<file path="config.mk">
export PLATFORM = sky130hd
export DESIGN_NAME = registerFile
export DESIGN_NICKNAME = d
export VERILOG_FILES = /design/src/logic/registerFile.sv
export VERILOG_INCLUDE_DIRS = /design/src /design/src/logic
export SDC_FILE = /design/constraint.sdc
export NUM_CORES = 2
export LEC_CHECK = 0
export ABC_AREA = 1
export CAP_MARGIN = 20
export CORE_UTILIZATION = 40
export CTS_BUF_LIST = sky130_fd_sc_hd__clkbuf_4
export DETAILED_ROUTE_END_ITERATION = 6
export DONT_BUFFER_PORTS = 1
export SYNTH_ARGS = -nofsm -noshare
export SYNTH_HDL_FRONTEND = slang
export SYNTH_SLANG_ARGS = --single-unit
</file>
<file path="constraint.sdc">
create_clock -name Clk -period 3.02 [get_ports Clk]
set_input_delay 0.604 -clock Clk [delete_from_list [all_inputs] [get_ports Clk]]
set_output_delay 0.604 -clock Clk [all_outputs]
set_load 0.05 [all_outputs]
</file>
<file path="src/logic/execCore_cfg.svh">
`ifndef EXECCORE_CFG_SVH
`define EXECCORE_CFG_SVH

// Data memory holds 2**DMEM_ADDR_BITS words
`define DMEM_ADDR_BITS 8
`define REG_COUNT 32

`endif

</file>
<file path="src/logic/registerFile.sv">
`timescale 1ns/1ps
`include "execCore_cfg.svh"

module registerFile (
    input  logic        Clk,
    input  logic        rstN,
    input  logic [4:0]  rsAddr,
    input  logic [4:0]  rtAddr,
    output logic [31:0] rsData,
    output logic [31:0] rtData,
    input  logic        wrEn,
    input  logic [4:0]  wrAddr,
    input  logic [31:0] wrData
);

    logic [31:0] regs [`REG_COUNT];

    always_ff @(posedge Clk) begin
        if (!rstN) begin
            for (int i = 0; i < `REG_COUNT; i++) begin
                regs[i] <= '0;
            end
        end else if (wrEn && (wrAddr != 5'd0)) begin
            regs[wrAddr] <= wrData;
        end
    end

    // Reads see a write right after its edge
    assign rsData = (rsAddr == 5'd0) ? 32'd0 : regs[rsAddr];
    assign rtData = (rtAddr == 5'd0) ? 32'd0 : regs[rtAddr];

endmodule

</file>
==> flow_metrics.env <==
export IMPL_worstPathCellList="clkinv_16 -> buf_12 -> buf_4 -> nand2_1 -> nand2_1 -> nand2_1 -> a21oi_2 -> nor2_4 -> nand2_1 -> nand2_2 -> nor2_4 -> buf_8"
export IMPL_grt_max_degree=550
export IMPL_initial_core_util_pct=40.5
export IMPL_clock_fmax_mhz=282
export IMPL_cts_sinks=1024
export IMPL_arrival_ns=2.94
export IMPL_synth_yosys_seq_area_share_pct=54.3
export IMPL_clkTransAtPathRegs_ns=0.07
export IMPL_nNetsFinal=7443
export IMPL_netlist_area_leader_share_pct=54.3
export IMPL_avgViaCountPerCell=5.89
export IMPL_grt_pass1_wl_um=335000
export IMPL_ant_nets=0
export IMPL_async_flop_share_pct=0
export IMPL_final_setup_viol_count=64
export IMPL_top_regs="regs: 1024 flops"
export IMPL_synth_cell_type_count=20
export IMPL_dr_pass1_iters=7
export IMPL_drtIter0Drc=8697
export IMPL_slew_headroom_pct=15.5
export IMPL_hold_path_class="in -> reg"
export IMPL_synthMuxAreaShare_pct=0
export IMPL_regMostFlops="regs"
export IMPL_worstSetupEndpointType="primary output"
export IMPL_crit_path_max_fanout=503
export IMPL_powerDensity_mw_per_mm2=525
export IMPL_portBuffers=0
export IMPL_status="finished, violations left"
export IMPL_ir_drop_uv=302
export IMPL_synthTopCellsByArea="edfxtp_1 54%, nand2_1 14%, nor2_1 12%"
export IMPL_track_usage_pct=31.8
export IMPL_overflow=0
export IMPL_synth_cells=7255
export IMPL_largest_reg_flops=1024
export IMPL_power_mw=35.2
export IMPL_place_gp_congestion=0.898
export IMPL_routedWlPerCell_um=25.0
export IMPL_cpPeakStageDelay_ns=0.31
export IMPL_cts_root_buf="clkbuf_4"
export IMPL_ys_flop_type="edfxtp_1"
export IMPL_hold_viol=0
export IMPL_ys_ff_latch=1024
export IMPL_critPathTopFamily="buffers and inverters"
export IMPL_fin_util_pct=47.8
export IMPL_cp_common_cell="nand2_1"
export IMPL_worstMarginPinSlew_ns=1.27
export IMPL_required_ns=2.42
export IMPL_path_class="in -> out"
export IMPL_yosysWarnings=0
export IMPL_setup_ws_ns=-0.525
export IMPL_grt_pass1_vias=52000
export IMPL_hold_depth=5
export IMPL_yosys_area_share_xor_xnor_pct=0
export IMPL_finalInstanceArea_mm2=0.0670
export IMPL_clk_path_buf_depth=4
export IMPL_dieArea_mm2=0.143
export IMPL_slowest_stage="clkinv_16"
export IMPL_p_leak_nw=27.6
export IMPL_rsz0062_at_grt="true"
export IMPL_vias=55800
export IMPL_yosysMostFrequentCell="nand2_1"
export IMPL_violations="negative setup slack"
export IMPL_dp_worst_setup_slack_ns=-0.230
export IMPL_cp_start_kind="primary input"
export IMPL_die_height_um=378
export IMPL_synth_compound_area_share_pct=5.22
export IMPL_drc=0
export IMPL_rows=137
export IMPL_core_area_mm2=0.140
export IMPL_hold_slack_ns=0.0969
export IMPL_synth_top_family_by_area="simple AND/OR/NAND/NOR gates"
export IMPL_antenna_found_initial=11
export IMPL_ys_top_cells_by_count="2084 x nand2_1, 1790 x nor2_1, 1024 x edfxtp_1"
export IMPL_maxCapViolations=0
export IMPL_synth_edf_count=1024
export IMPL_synthAdderAreaFrac_pct=0
export IMPL_yosys_area_share_simple_pct=34.4
export IMPL_synth_area_leader_cell="edfxtp_1"
export IMPL_min_from="wrAddr[3]"
export IMPL_period_minus_slack_ns=3.54
export IMPL_avgSynthCellArea_um2=7.81
export IMPL_io_pins=114
export IMPL_numCtsBuffers=300
export IMPL_dp_final_hpwl_um=128000
export IMPL_synth_area_mm2=0.0567
export IMPL_slew_viol_final=0
export IMPL_htreeDepth=5
export IMPL_synthToLayoutAreaGrowth_pct=18.2
export IMPL_period_share_pct=117
export IMPL_dieWidth_um=378
export IMPL_cp_num_cells=12
export IMPL_crit_start="rtAddr[0]"
export IMPL_layout_drive_gt1_share_pct=16.8
export IMPL_fillCellCount=13400
export IMPL_finalWirelength_um=237000
export IMPL_cts_tree="yes"
export IMPL_crit_buf_inv=4
export IMPL_place_area_mm2=0.0609
## kinds of logic after synthesis
family,after synthesis
other cells,1
simple gates,4867
buf+inv,784
flops,1024
compound gates,579
## metrics by stage
step	cells	setup TNS [ns]
2_1_floorplan	7286	0
3_3_place_gp	8924	-5.58
3_5_place_dp	8924	-3.50
4_1_cts	9442	-13.81
5_1_grt	9467	-21.29
6_report	9469	-24.25
## worst paths after layout
kind | slack [ns] | to
max | -0.52 | rtData[16]
min | 0.1 | regs[25][19]
## routing by layer
layer	GRT usage, %	part of all wire, %	up-vias
met1	42.1	37	26200
met4	17.8	5.8	8
met5	0	0.025	-
met3	7.22	14	867
met2	48.1	43	4410
li1	-	-	24200
## where the power goes
part / leakage (nW) / switching, mW / internal, mW / total (mW)
Combinational: 15.8 / 3.81 / 1.88 / 5.70
Clock: 2.10 / 6.11 / 6.55 / 12.7
Sequential: 9.75 / 0.415 / 16.4 / 16.8
Total: 27.6 / 10.3 / 24.8 / 35.2
## layout make-up
type,instances,area (um^2),area share (%)
Sequential cell,1024,30700,45.9
Multi-Input combinational cell,5478,24400,36.5
Timing Repair Buffer,433,5300,7.92
Clock inverter,68,318,0.474
Tap cell,1876,2350,3.50
Antenna cell,12,30.0,0.0448
Inverter,156,647,0.966
Clock buffer,422,3170,4.73
## timing repair
action,CTS,global route
pin swaps,200,213
gates resized for setup,415,249
setup endpoints to repair,64,64
setup buffers,3,10
cloned,0,6
hold buffers,38,0
endpoints found under the hold margin,2016,0
## layout by cell type, fill, tap and decap left out, drive strengths merged
cell,synthesis,routed
conb,1,32
edfxtp,1024,1024
nor2,1790,1790
nor3,8,8
bufinv,0,2
buf,339,391
nand3,984,984
inv,153,153
nand4,1,1
diode,0,12
dlygate4sd3,0,37
nand2,2084,2084
clkbuf,289,427
o21ai,435,435
a21oi,121,121
o211ai,23,23
clkinv,3,69
Power figures use the tool's default switching activity.
