`src/logic/execCore_cfg.svh`:
```
`ifndef EXECCORE_CFG_SVH
`define EXECCORE_CFG_SVH

// Data memory holds 2**DMEM_ADDR_BITS words
`define DMEM_ADDR_BITS 8
`define REG_COUNT 32

`endif

```
`src/logic/ctrlPkg.sv`:
```
package ctrlPkg;

    // --------------------------------------------------
    // ALU operation codes
    typedef enum logic [5:0] {
        aluRType = 6'd0,   // ALU decodes funct
        aluAddiu = 6'd1,
        aluAddi  = 6'd2,   // Also the load/store address add
        aluMul   = 6'd3,
        aluLui   = 6'd4,
        aluBltz  = 6'd5,
        aluBeq   = 6'd6,
        aluBne   = 6'd7,
        aluBgtz  = 6'd8,
        aluBlez  = 6'd9,
        aluBgez  = 6'd10,
        aluJump  = 6'd11,  // J JR JAL
        aluAndi  = 6'd12,
        aluOri   = 6'd13,
        aluXori  = 6'd14,
        aluSeb   = 6'd15,
        aluSlti  = 6'd16,
        aluSltiu = 6'd17,
        aluSrl   = 6'd18,
        aluRotr  = 6'd19,
        aluSrlv  = 6'd20,
        aluSeh   = 6'd21,
        aluRotrv = 6'd22,
        aluExi   = 6'd23,
        aluLa    = 6'd24
    } aluOp_e;

    typedef enum logic [1:0] {
        rtDst   = 2'b00,
        rdDst   = 2'b01,
        linkDst = 2'b10   // Register 31
    } regDst_e;

    typedef enum logic [1:0] {
        bsWord = 2'b00,
        bsHalf = 2'b01,
        bsByte = 2'b10
    } byteSig_e;

    typedef enum logic [1:0] {
        srcAlu  = 2'b00,
        srcLoad = 2'b01
    } memToReg_e;

endpackage

```
`src/logic/isaPkg.sv`:
```
package isaPkg;

    // --------------------------------------------------
    // Primary opcodes
    localparam logic [5:0] opZero     = 6'b000000;  // R-type with funct
    localparam logic [5:0] opBgezBltz = 6'b000001;  // Split by bit 16
    localparam logic [5:0] opJ        = 6'b000010;
    localparam logic [5:0] opJal      = 6'b000011;
    localparam logic [5:0] opBeq      = 6'b000100;
    localparam logic [5:0] opBne      = 6'b000101;
    localparam logic [5:0] opBlez     = 6'b000110;
    localparam logic [5:0] opBgtz     = 6'b000111;
    localparam logic [5:0] opAddi     = 6'b001000;
    localparam logic [5:0] opAddiu    = 6'b001001;
    localparam logic [5:0] opSlti     = 6'b001010;
    localparam logic [5:0] opSltiu    = 6'b001011;
    localparam logic [5:0] opAndi     = 6'b001100;
    localparam logic [5:0] opOri      = 6'b001101;
    localparam logic [5:0] opXori     = 6'b001110;
    localparam logic [5:0] opLui      = 6'b001111;
    localparam logic [5:0] opExi      = 6'b011001;  // EH IH DH EB IB
    localparam logic [5:0] opMadd     = 6'b011100;  // MADD MSUB MUL
    localparam logic [5:0] opLa       = 6'b011101;
    localparam logic [5:0] opSebSeh   = 6'b011111;  // Split by sa field
    localparam logic [5:0] opLb       = 6'b100000;
    localparam logic [5:0] opLh       = 6'b100001;
    localparam logic [5:0] opLw       = 6'b100011;
    localparam logic [5:0] opSb       = 6'b101000;
    localparam logic [5:0] opSh       = 6'b101001;
    localparam logic [5:0] opSw       = 6'b101011;

    // --------------------------------------------------
    // R-type funct codes
    localparam logic [5:0] functSll  = 6'b000000;
    localparam logic [5:0] functSrl  = 6'b000010;  // Also ROTR with bit 21
    localparam logic [5:0] functSrlv = 6'b000110;  // Also ROTRV with bit 6
    localparam logic [5:0] functJr   = 6'b001000;
    localparam logic [5:0] functAddu = 6'b100001;
    localparam logic [5:0] functSubu = 6'b100011;
    localparam logic [5:0] functAnd  = 6'b100100;
    localparam logic [5:0] functOr   = 6'b100101;
    localparam logic [5:0] functXor  = 6'b100110;
    localparam logic [5:0] functSlt  = 6'b101010;

    localparam logic [4:0] saSeb = 5'b10000;  // Sub-decode in the shamt slot
    localparam logic [4:0] saSeh = 5'b11000;

    typedef struct packed {
        logic [5:0] opcode;
        logic [4:0] rs;
        logic [4:0] rt;
        logic [4:0] rd;
        logic [4:0] shamt;
        logic [5:0] funct;
    } rTypeFields_s;

    typedef struct packed {
        logic [5:0]  opcode;
        logic [4:0]  rs;
        logic [4:0]  rt;
        logic [15:0] imm16;
    } iTypeFields_s;

    // One instruction word seen as either format
    typedef union packed {
        rTypeFields_s rType;
        iTypeFields_s iType;
    } instrWord_u;

endpackage

```
`src/logic/writebackStage.sv`:
```
`timescale 1ns/1ps

module writebackStage (
    input  logic               Clk,
    input  logic               rstN,
    input  logic               instrValid,
    input  isaPkg::instrWord_u instr,
    input  logic               regWrite,
    input  ctrlPkg::regDst_e   regDst,
    input  ctrlPkg::memToReg_e memToReg,
    input  logic [31:0]        aluResult,
    input  logic [31:0]        loadData,
    output logic               wrEn,
    output logic [4:0]         wrAddr,
    output logic [31:0]        wrData,
    output logic               wbValid,
    output logic [4:0]         wbReg,
    output logic [31:0]        wbData
);
    import ctrlPkg::*;

    always_comb begin
        case (regDst)
            rdDst:   wrAddr = instr.rType.rd;
            linkDst: wrAddr = 5'd31;
            default: wrAddr = instr.iType.rt;
        endcase
    end

    assign wrData = (memToReg == srcLoad) ? loadData : aluResult;
    assign wrEn   = instrValid && regWrite && (wrAddr != 5'd0);  // Writes to r0 dropped

    // Port holds the last result between pulses
    always_ff @(posedge Clk) begin
        if (!rstN) begin
            wbValid <= 1'b0;
            wbReg   <= '0;
            wbData  <= '0;
        end else begin
            wbValid <= wrEn;
            if (wrEn) begin
                wbReg  <= wrAddr;
                wbData <= wrData;
            end
        end
    end

endmodule
```
`config.mk`:
```
export PLATFORM = sky130hd
export DESIGN_NAME = writebackStage
export DESIGN_NICKNAME = d
export VERILOG_FILES = /design/src/logic/execCore_cfg.svh /design/src/logic/ctrlPkg.sv /design/src/logic/isaPkg.sv /design/src/logic/writebackStage.sv
export SDC_FILE = /design/constraint.sdc
export NUM_CORES = 1
export LEC_CHECK = 0
export BUFFER_PORTS_ARGS = -buffer_cell sky130_fd_sc_hd__buf_2
export CAP_MARGIN = 30
export CORE_MARGIN = 1.5
export CORE_UTILIZATION = 35
export CTS_BUF_LIST = sky130_fd_sc_hd__clkbuf_16
export DETAILED_ROUTE_END_ITERATION = 16
export GPL_TIMING_DRIVEN = 0
export PLACE_DENSITY_LB_ADDON = 0.3
export SLEW_MARGIN = 25
export SYNTH_ARGS = -nofsm -noshare
export SYNTH_HDL_FRONTEND = slang
export SYNTH_SLANG_ARGS = --single-unit
export TNS_END_PERCENT = 100
```
`constraint.sdc`:
```
create_clock -name Clk -period 2.54 [get_ports Clk]
set_clock_uncertainty 0.2 [all_clocks]
set_input_delay 0.254 -clock Clk [delete_from_list [all_inputs] [get_ports Clk]]
set_output_delay 0.254 -clock Clk [all_outputs]
set_load 0.02 [all_outputs]
```
==> results.json <==
{
  "grt_pass1_wl_mm": 8.776,
  "syn_area_per_cell_um2": 10.58,
  "end_kind": "output port",
  "pin_count": 180,
  "synth_xor_area_frac": 0,
  "setup_ws_ns": 0.1450,
  "synth_largest_area_cell": "dfxtp_1",
  "grt-ovfl-total": 0,
  "synthAdderAreaFrac": 0.01171,
  "final_antenna_net_count": 0,
  "rsz0062_at_grt": "false",
  "setup_viol": 0,
  "placed_cell_area_um2": 3012,
  "hold_start": "rstN",
  "synth_area_leaders": "dfxtp_1 36%, mux2_2 17%, o221a_1 15%, or2_2 8.8%, buf_12 2.8%",
  "synth_simple_gate_area_frac": 0.1598,
  "gp_congestion": 0.7116,
  "cts_buffers": 5,
  "insertion_delay_ns": 0.27,
  "fin_crit_sh": 0.9429,
  "dieArea_um2": 6584,
  "synth_top_family_by_area": "compound AO/OA/AOI/OAI gates",
  "grt_pass1_vias": 1952,
  "rr_startpoint": "wbData[12]$_SDFFE_PN0P_",
  "netlist_area_um2": 2137,
  "arrival_ns": 1.94,
  "clock-sinks": 38,
  "vias": 2191,
  "layout_commonest_cell": "buf_2",
  "fin_area_um2": 3192,
  "p_leak_nw": 1.521,
  "startpoint_type": "primary input",
  "synth_seq_cells": 38,
  "min_path_type": "in2reg",
  "layout.nets": 476,
  "syn_inst": 202,
  "die_x_um": 81.14,
  "drv_cap": 0,
  "vias_per_cell": 4.924,
  "finalCriticalPeriod_ns": 2.395,
  "fp.dieH_um": 81.14,
  "fmax_mhz": 417.5,
  "slew_headroom": 0.6180,
  "synth_cell_types": 29,
  "cp_slowest_cell": "a222oi_1",
  "htree_levels": 2,
  "yosysWarnings": 0,
  "crit_type": "in2out",
  "hold_viol": 0,
  "wl_mm": 5.927,
  "crit_start": "regDst[1]",
  "areaGrowthSynthToFinish_pct": 49.36,
  "cts_buffer_depth": 2,
  "power_density_nw_per_um2": 548.0,
  "seq_area_frac_synth": 0.3560,
  "track_usage": 0.1718,
  "critPathMaxFanout": 10,
  "final_cell_mix": "155 x buf_2, 38 x dfxtp_1, 32 x mux2_2, 30 x or2_2, 29 x o221a_1",
  "cts_tree": "built",
  "max_stage_delay_ns": 0.37,
  "grt_max_degree": 11,
  "cts-root-buf": "clkbuf_16",
  "cp.required_ns": 2.09,
  "vdd_drop_max_uv": 278.0,
  "clk_pin_slew_ns": 0.05,
  "crit_chain": "buf_2, ha_1, buf_6, a211o_1, a222oi_1, buf_4, a21oi_4, buf_6, buf_4",
  "synth_mux_area_frac": 0.1686,
  "instances_no_fill": 445,
  "cts_hold_buffers": 0,
  "pre_cts_ws_ns": -0.4123,
  "drive_gt1_frac": 0.6486,
  "tightest_slew_ns": 0.5731,
  "io_buffers": 156,
  "drc": 0,
  "synth_compound_area_frac": 0.2213,
  "synth_nets": 308,
  "dr.pass1.iters": 4,
  "wl_per_cell_um": 13.32,
  "core-area_um2": 5921,
  "drt-initial-drc-count": 31,
  "antenna_found_initial": 0,
  "diodes": 0,
  "status": "completed",
  "start_util": 0.3609,
  "dp_cells": 433,
  "rows": 28,
  "synth_top_area_share": 0.3560,
  "slew_violations": 0,
  "hpwl_mm": 4.572
}
==> layer usage <==
layer  track usage  wire length [um]  up-vias
li1              -                 -     1088
met1        0.2061              2530      987
met2        0.3050              2864      112
met3       0.03933               484        4
met4       0.04828                48        0
met5             0                 0        -
==> synth_stat cells <==
library cell   n
or2b_1         3
buf_12         3
nand2b_1       1
a211oi_1       2
buf_6          5
dfxtp_1       38
mux2_2        32
a31oi_1        4
nand2_1        9
or2_0          2
o221a_1       29
a211o_1        3
or2_2         30
a222oi_1       1
clkbuf_1       8
and2_1         5
nand3_1        4
ha_1           2
nor3_1         1
a21oi_1        1
a21oi_2        1
o22a_1         1
o21ai_0        1
nor2b_1        3
nor2_1         1
a311oi_1       1
buf_1          4
o221a_2        3
inv_1          4
==> logic make-up after synthesis <==
logic type                 count (synthesis)
adders and majority gates                  2
muxes                                     32
AOI/OAI and AO/OA                         47
DFF                                       38
buffers and inverters                     24
and+or+nand+nor                           59
==> final timing paths <==
check / endpoint / slack [ns] / cells after the start
worst max-delay path: wrEn / 0.15 / 9
worst min-delay path: wbData[27]$_SDFFE_PN0P_ / 0.12 / 2
worst max register to register: wbData[12]$_SDFFE_PN0P_ / 1.65 / 1
worst min register to register: wbReg[4]$_SDFFE_PN0P_ / 0.30 / 2
==> sequential cells by signal (all words and copies together) (netlist names) <==
register  count
wbReg         5
wbData       32
wbValid       1
==> final cells by class <==
| class | instances | area [um^2] |
|---|---|---|
| buffer | 20 | 161.4 |
| clock buffer | 5 | 125.1 |
| clock inverter | 2 | 7.507 |
| fill | 569 | 2729 |
| inverter | 4 | 15.01 |
| multi-input combinational | 140 | 1207 |
| sequential | 38 | 760.7 |
| tap | 75 | 93.84 |
| timing repair buffer | 161 | 820.8 |
==> stage by stage <==
stage	power [mW]	hold WS (ns)	utilization	TNS, ns
global route	1.840	0.1365	0.5391	0
finish	1.749	0.1243	0.5391	0
global placement	1.180	0.2779	0.5087	-12.21
CTS	1.760	0.1220	0.5336	0
detailed placement	1.187	0.2922	0.5087	-11.67
floorplan	1.000	0.3492	-	0
==> worst max-delay path: cells and delay by family <==
family	cells	cell delay, ns
adders and majority gates	1	0.29
buffers and inverters	5	0.74
AOI/OAI and AO/OA	3	0.66
==> timing repair <==
item,in CTS,in global routing
resized for setup,0,2
setup buffers,2,3
setup endpoints to repair,30,1
pin swaps,1,2
==> report_power, final <==
part | switching [mW] | internal [mW] | total, mW
clock | 0.217 | 0.350 | 0.567
sequential | 0.0218 | 0.640 | 0.662
combinational | 0.281 | 0.239 | 0.520
No activity file was read; power rests on OpenSTA's default activity.
