File: config.mk
export PLATFORM = sky130hd
export DESIGN_NAME = controlDecoder
export DESIGN_NICKNAME = d
export VERILOG_FILES = /design/src/logic/execCore_cfg.svh /design/src/logic/ctrlPkg.sv /design/src/logic/isaPkg.sv /design/src/logic/controlDecoder.sv
export SDC_FILE = /design/constraint.sdc
export NUM_CORES = 1
export LEC_CHECK = 0
export BUFFER_PORTS_ARGS = -buffer_cell sky130_fd_sc_hd__buf_4
export CAP_MARGIN = 10
export CORE_MARGIN = 2
export CORE_UTILIZATION = 35
export DETAILED_ROUTE_END_ITERATION = 12
export PLACE_DENSITY = 0.7
export SETUP_SLACK_MARGIN = 0.4
export SYNTH_ARGS = -nofsm -noshare
export SYNTH_HDL_FRONTEND = slang
export SYNTH_SLANG_ARGS = --single-unit
File: constraint.sdc
create_clock -name vclk -period 3.5
set_clock_uncertainty 0.15 [all_clocks]
set_input_delay 1.05 -clock vclk [all_inputs]
set_output_delay 1.05 -clock vclk [all_outputs]
set_load 0.01 [all_outputs]
File: src/logic/execCore_cfg.svh
`ifndef EXECCORE_CFG_SVH
`define EXECCORE_CFG_SVH

// Data memory holds 2**DMEM_ADDR_BITS words
`define DMEM_ADDR_BITS 8
`define REG_COUNT 32

`endif

File: src/logic/ctrlPkg.sv
package ctrlPkg;

    // --------------------------------------------------
    // ALU operation codes
    typedef enum logic [5:0] {
        aluRType = 6'd0,   // ALU decodes funct
        aluAddiu = 6'd1,
        aluAddi  = 6'd2,   // Also the load/store address add
        aluMul   = 6'd3,
        aluLui   = 6'd4,
        aluBltz  = 6'd5,
        aluBeq   = 6'd6,
        aluBne   = 6'd7,
        aluBgtz  = 6'd8,
        aluBlez  = 6'd9,
        aluBgez  = 6'd10,
        aluJump  = 6'd11,  // J JR JAL
        aluAndi  = 6'd12,
        aluOri   = 6'd13,
        aluXori  = 6'd14,
        aluSeb   = 6'd15,
        aluSlti  = 6'd16,
        aluSltiu = 6'd17,
        aluSrl   = 6'd18,
        aluRotr  = 6'd19,
        aluSrlv  = 6'd20,
        aluSeh   = 6'd21,
        aluRotrv = 6'd22,
        aluExi   = 6'd23,
        aluLa    = 6'd24
    } aluOp_e;

    typedef enum logic [1:0] {
        rtDst   = 2'b00,
        rdDst   = 2'b01,
        linkDst = 2'b10   // Register 31
    } regDst_e;

    typedef enum logic [1:0] {
        bsWord = 2'b00,
        bsHalf = 2'b01,
        bsByte = 2'b10
    } byteSig_e;

    typedef enum logic [1:0] {
        srcAlu  = 2'b00,
        srcLoad = 2'b01
    } memToReg_e;

endpackage

File: src/logic/isaPkg.sv
package isaPkg;

    // --------------------------------------------------
    // Primary opcodes
    localparam logic [5:0] opZero     = 6'b000000;  // R-type with funct
    localparam logic [5:0] opBgezBltz = 6'b000001;  // Split by bit 16
    localparam logic [5:0] opJ        = 6'b000010;
    localparam logic [5:0] opJal      = 6'b000011;
    localparam logic [5:0] opBeq      = 6'b000100;
    localparam logic [5:0] opBne      = 6'b000101;
    localparam logic [5:0] opBlez     = 6'b000110;
    localparam logic [5:0] opBgtz     = 6'b000111;
    localparam logic [5:0] opAddi     = 6'b001000;
    localparam logic [5:0] opAddiu    = 6'b001001;
    localparam logic [5:0] opSlti     = 6'b001010;
    localparam logic [5:0] opSltiu    = 6'b001011;
    localparam logic [5:0] opAndi     = 6'b001100;
    localparam logic [5:0] opOri      = 6'b001101;
    localparam logic [5:0] opXori     = 6'b001110;
    localparam logic [5:0] opLui      = 6'b001111;
    localparam logic [5:0] opExi      = 6'b011001;  // EH IH DH EB IB
    localparam logic [5:0] opMadd     = 6'b011100;  // MADD MSUB MUL
    localparam logic [5:0] opLa       = 6'b011101;
    localparam logic [5:0] opSebSeh   = 6'b011111;  // Split by sa field
    localparam logic [5:0] opLb       = 6'b100000;
    localparam logic [5:0] opLh       = 6'b100001;
    localparam logic [5:0] opLw       = 6'b100011;
    localparam logic [5:0] opSb       = 6'b101000;
    localparam logic [5:0] opSh       = 6'b101001;
    localparam logic [5:0] opSw       = 6'b101011;

    // --------------------------------------------------
    // R-type funct codes
    localparam logic [5:0] functSll  = 6'b000000;
    localparam logic [5:0] functSrl  = 6'b000010;  // Also ROTR with bit 21
    localparam logic [5:0] functSrlv = 6'b000110;  // Also ROTRV with bit 6
    localparam logic [5:0] functJr   = 6'b001000;
    localparam logic [5:0] functAddu = 6'b100001;
    localparam logic [5:0] functSubu = 6'b100011;
    localparam logic [5:0] functAnd  = 6'b100100;
    localparam logic [5:0] functOr   = 6'b100101;
    localparam logic [5:0] functXor  = 6'b100110;
    localparam logic [5:0] functSlt  = 6'b101010;

    localparam logic [4:0] saSeb = 5'b10000;  // Sub-decode in the shamt slot
    localparam logic [4:0] saSeh = 5'b11000;

    typedef struct packed {
        logic [5:0] opcode;
        logic [4:0] rs;
        logic [4:0] rt;
        logic [4:0] rd;
        logic [4:0] shamt;
        logic [5:0] funct;
    } rTypeFields_s;

    typedef struct packed {
        logic [5:0]  opcode;
        logic [4:0]  rs;
        logic [4:0]  rt;
        logic [15:0] imm16;
    } iTypeFields_s;

    // One instruction word seen as either format
    typedef union packed {
        rTypeFields_s rType;
        iTypeFields_s iType;
    } instrWord_u;

endpackage

File: src/logic/controlDecoder.sv
`timescale 1ns/1ps

module controlDecoder (
    input  isaPkg::instrWord_u instr,
    output logic               aluBMux,
    output logic               memRead,
    output logic               memWrite,
    output logic               regWrite,
    output ctrlPkg::aluOp_e    aluOp,
    output ctrlPkg::regDst_e   regDst,
    output ctrlPkg::byteSig_e  byteSig,
    output ctrlPkg::memToReg_e memToReg
);
    import isaPkg::*;
    import ctrlPkg::*;

    logic [5:0] opcode;
    logic [5:0] funct;
    logic       bit21;  // ROTR when set
    logic       bit16;  // BGEZ when set
    logic       bit6;   // ROTRV when set

    assign opcode = instr.rType.opcode;
    assign funct  = instr.rType.funct;
    assign bit21  = instr.rType.rs[0];
    assign bit16  = instr.iType.rt[0];
    assign bit6   = instr.rType.shamt[0];

    always_comb begin
        aluBMux  = 1'b0;  // Safe defaults give a NOP
        memRead  = 1'b0;
        memWrite = 1'b0;
        regWrite = 1'b0;
        aluOp    = aluRType;
        regDst   = rtDst;
        byteSig  = bsWord;
        memToReg = srcAlu;

        if (instr != '0) begin
            case (opcode)
                opZero: begin
                    if (funct == functJr) begin
                        aluOp = aluJump;
                    end else begin
                        regWrite = 1'b1;
                        regDst   = rdDst;
                        if (funct == functSrl) begin
                            if (bit21) aluOp = aluRotr;
                            else       aluOp = aluSrl;
                        end else if (funct == functSrlv) begin
                            if (bit6) aluOp = aluRotrv;
                            else      aluOp = aluSrlv;
                        end
                    end
                end
                opSebSeh: begin
                    regDst = rdDst;
                    if (instr.rType.shamt == saSeb) begin
                        aluOp    = aluSeb;
                        regWrite = 1'b1;
                    end else if (instr.rType.shamt == saSeh) begin
                        aluOp    = aluSeh;
                        regWrite = 1'b1;
                    end
                end
                opAddi, opAddiu, opSlti, opSltiu, opAndi, opOri, opXori, opLui: begin
                    aluBMux  = 1'b1;
                    regWrite = 1'b1;
                    case (opcode)
                        opAddi:  aluOp = aluAddi;  // No overflow trap here
                        opAddiu: aluOp = aluAddiu;
                        opSlti:  aluOp = aluSlti;
                        opSltiu: aluOp = aluSltiu;
                        opAndi:  aluOp = aluAndi;
                        opOri:   aluOp = aluOri;
                        opXori:  aluOp = aluXori;
                        default: aluOp = aluLui;
                    endcase
                end
                opLb, opLh, opLw: begin
                    aluBMux  = 1'b1;
                    aluOp    = aluAddi;  // Base plus offset
                    memRead  = 1'b1;
                    regWrite = 1'b1;
                    memToReg = srcLoad;
                    if (opcode == opLb)      byteSig = bsByte;
                    else if (opcode == opLh) byteSig = bsHalf;
                end
                opSb, opSh, opSw: begin
                    aluBMux  = 1'b1;
                    aluOp    = aluAddi;
                    memWrite = 1'b1;
                    if (opcode == opSb)      byteSig = bsByte;
                    else if (opcode == opSh) byteSig = bsHalf;
                end
                opBgezBltz: begin
                    if (bit16) aluOp = aluBgez;
                    else       aluOp = aluBltz;
                end
                opBeq:  aluOp = aluBeq;
                opBne:  aluOp = aluBne;
                opBlez: aluOp = aluBlez;
                opBgtz: aluOp = aluBgtz;
                opJ:    aluOp = aluJump;
                opJal: begin
                    aluOp  = aluJump;  // Link write not carried out
                    regDst = linkDst;
                end
                // Decoded but not executed
                opMadd: begin
                    aluOp  = aluMul;
                    regDst = rdDst;
                end
                opExi:   aluOp = aluExi;
                opLa:    aluOp = aluLa;
                default: aluOp = aluRType;
            endcase
        end
    end

endmodule

==> flow_metrics.py <==
metrics = {
    "placed_design": {
        "place.gp.congestion": 0.8642,
        "numPortBuffers": 46,
        "dp.cells": 160,
        "dp_hpwl_mm": 1.868,
    },
    "yosys": {
        "yosysSeqAreaShare_pct": 0,
        "synth_area_um2": 599.3,
        "ys_types": 39,
        "ys_warn_count": 0,
        "synth.top_cell.area_share_pct": 8.351,
        "synthCells": 97,
        "ys_top_cells_by_count": "10 x nand3_1, 8 x nor2_1, 7 x nor4_1, 6 x a21oi_1",
        "yosysTopAreaCell": "nand3_1",
        "avgSynthCellArea_um2": 6.179,
        "yosysMostFrequentCell": "nand3_1",
        "synthTopCellsByArea": "nand3_1 8.4%, nor4_1 7.3%, nand2b_1 5.2%",
    },
    "grt": {
        "grt_pass1_vias": 982,
        "grt_usage_pct": 27.13,
        "grt_max_degree": 17,
        "gr-total-overflow": 0,
        "grt_pass1_wl_mm": 4.236,
        "grt_antenna_before_repair": 0,
    },
    "critical_path": {
        "cp-end-kind": "primary output",
        "start_kind": "input pin",
        "path_class": "input pin to primary output",
        "arrival_ns": 2.31,
        "critical_path.endpoint": "aluOp[0]",
        "crit_fanout": 3,
        "required_ns": 2.30,
        "critPathLaunch": "instr[28]",
    },
    "sta": {
        "period_needed_ns": 3.515,
        "setup_viol": 1,
        "setup_ws_ns": -0.01475,
        "max_freq_ghz": 0.2845,
        "setup_tns_ns": -0.01475,
        "grt_setup_unrepaired": "yes",
        "min_period_over_period_pct": 100.4,
        "hold_viol": 0,
        "maxSlewViolCount": 0,
    },
    "route": {
        "drt_pass1_iterations": 4,
        "routed_wl_mm": 2.584,
        "drc": 0,
        "ant_nets": 0,
        "vias_per_cell": 6.139,
        "vias": 1019,
        "drt_iter0_drc": 53,
        "wl_per_cell_um": 15.57,
    },
    "worst_hold_path": {
        "hp-class": "input pin to primary output",
        "hp-start": "instr[2]",
    },
    "run_status": {
        "status": "finished, violations left",
        "violations": "setup timing",
    },
    "die": {
        "core_um2": 1559,
        "die_y_um": 45.38,
        "die_w_um": 45.38,
        "dieArea_um2": 2059,
        "initial_utilization_pct": 38.44,
        "io_pins": 48,
        "fp-row-count": 14,
    },
    "finish": {
        "design.seq.count": 0,
        "nets": 184,
        "num_antenna_cells": 0,
        "fin_util_pct": 76.97,
        "seq_area_um2": 0,
        "n_clock_buffer": 0,
        "syn_to_final_growth_pct": 100.2,
        "drive_gt1_share_pct": 60.67,
        "finalNonFillerCells": 166,
    },
    "cts": {
        "postCtsHoldBufs": 0,
    },
    "pwr": {
        "p_per_area_nw_per_um2": 103.3,
        "power.leakage_nw": 0.5395,
        "ir_drop_mv": 0.06070,
    },
    "run": {
        "drv_cap": 0,
    },
}
-- critical path, cell delays in order --
cell and delay, ns:
buf_8 0.10, or4_4 0.55, o31a_1 0.37, o311ai_2 0.08, buf_4 0.17
-- how the worst min path moves through the flow --
stage | endpoint | slack (ns) | cells after the start
after floorplan | aluOp[0] | 2.09 | 1
after global placement | aluOp[0] | 2.28 | 3
after detailed placement | aluOp[0] | 2.29 | 3
after CTS | aluOp[0] | 2.29 | 3
after global routing | aluOp[0] | 2.31 | 3
final | aluOp[0] | 2.29 | 3
-- timing repair --
item	in CTS	in global routing
resized for setup	30	7
buffers inserted	6	0
endpoints found under the setup margin	13	11
pin swaps	12	6
-- cell usage in the layout (no fill, tap or decap), drive strengths merged, types with 2 or more instances in the layout --
cell type,count
a31oi,4
nand2,5
o21ai,4
nand4,2
o211ai,2
nor4,8
inv,5
a21oi,6
a311oi,2
nor2b,4
and3,2
o21bai,2
nand3,10
a211oi,2
conb,2
nor3,4
nand2b,5
nor2,8
buf,62
-- per-stage QoR --
| stage | total power, mW | setup slack [ns] | hold slack, ns | instance area (um2) |
|---|---|---|---|---|
| after floorplan | 0.04857 | 0.1943 | 2.087 | 631.9 |
| after global placement | 0.09861 | -0.04840 | 2.283 | 1002 |
| after detailed placement | 0.1005 | -0.06571 | 2.294 | 1002 |
| after CTS | 0.1180 | -0.007696 | 2.292 | 1172 |
| after global routing | 0.1326 | -0.05438 | 2.314 | 1200 |
| final | 0.1239 | -0.01475 | 2.294 | 1200 |
-- logic make-up after synthesis --
logic type | after synthesis | share of synthesized area, %
other cells | 1 | 0.6257
compound gates | 28 | 32.99
buf+inv | 15 | 13.57
simple gates | 53 | 52.82
-- power breakdown --
part	switching [mW]	total (mW)	internal, mW	leakage (nW)
logic	0.0586	0.124	0.0653	0.539
clock network	0	0	0	0
registers	0	0	0	0
-- per-layer routing --
| metal | up-vias | global-route usage [%] | share of wire (%) |
|---|---|---|---|
| li1 | 480 | - | - |
| met1 | 457 | 31.50 | 37 |
| met2 | 72 | 48.73 | 49 |
| met3 | 10 | 3.571 | 11 |
| met4 | 0 | 11.76 | 3.4 |
| met5 | - | 0 | 0 |
-- cell type report --
cell class | count | area, um2
Fill cell | 111 | 359.1
Inverter | 5 | 26.28
Tap cell | 16 | 20.02
Timing Repair Buffer | 62 | 506.7
Multi-Input combinational cell | 83 | 646.9
No activity file was read; power rests on OpenSTA's default activity.
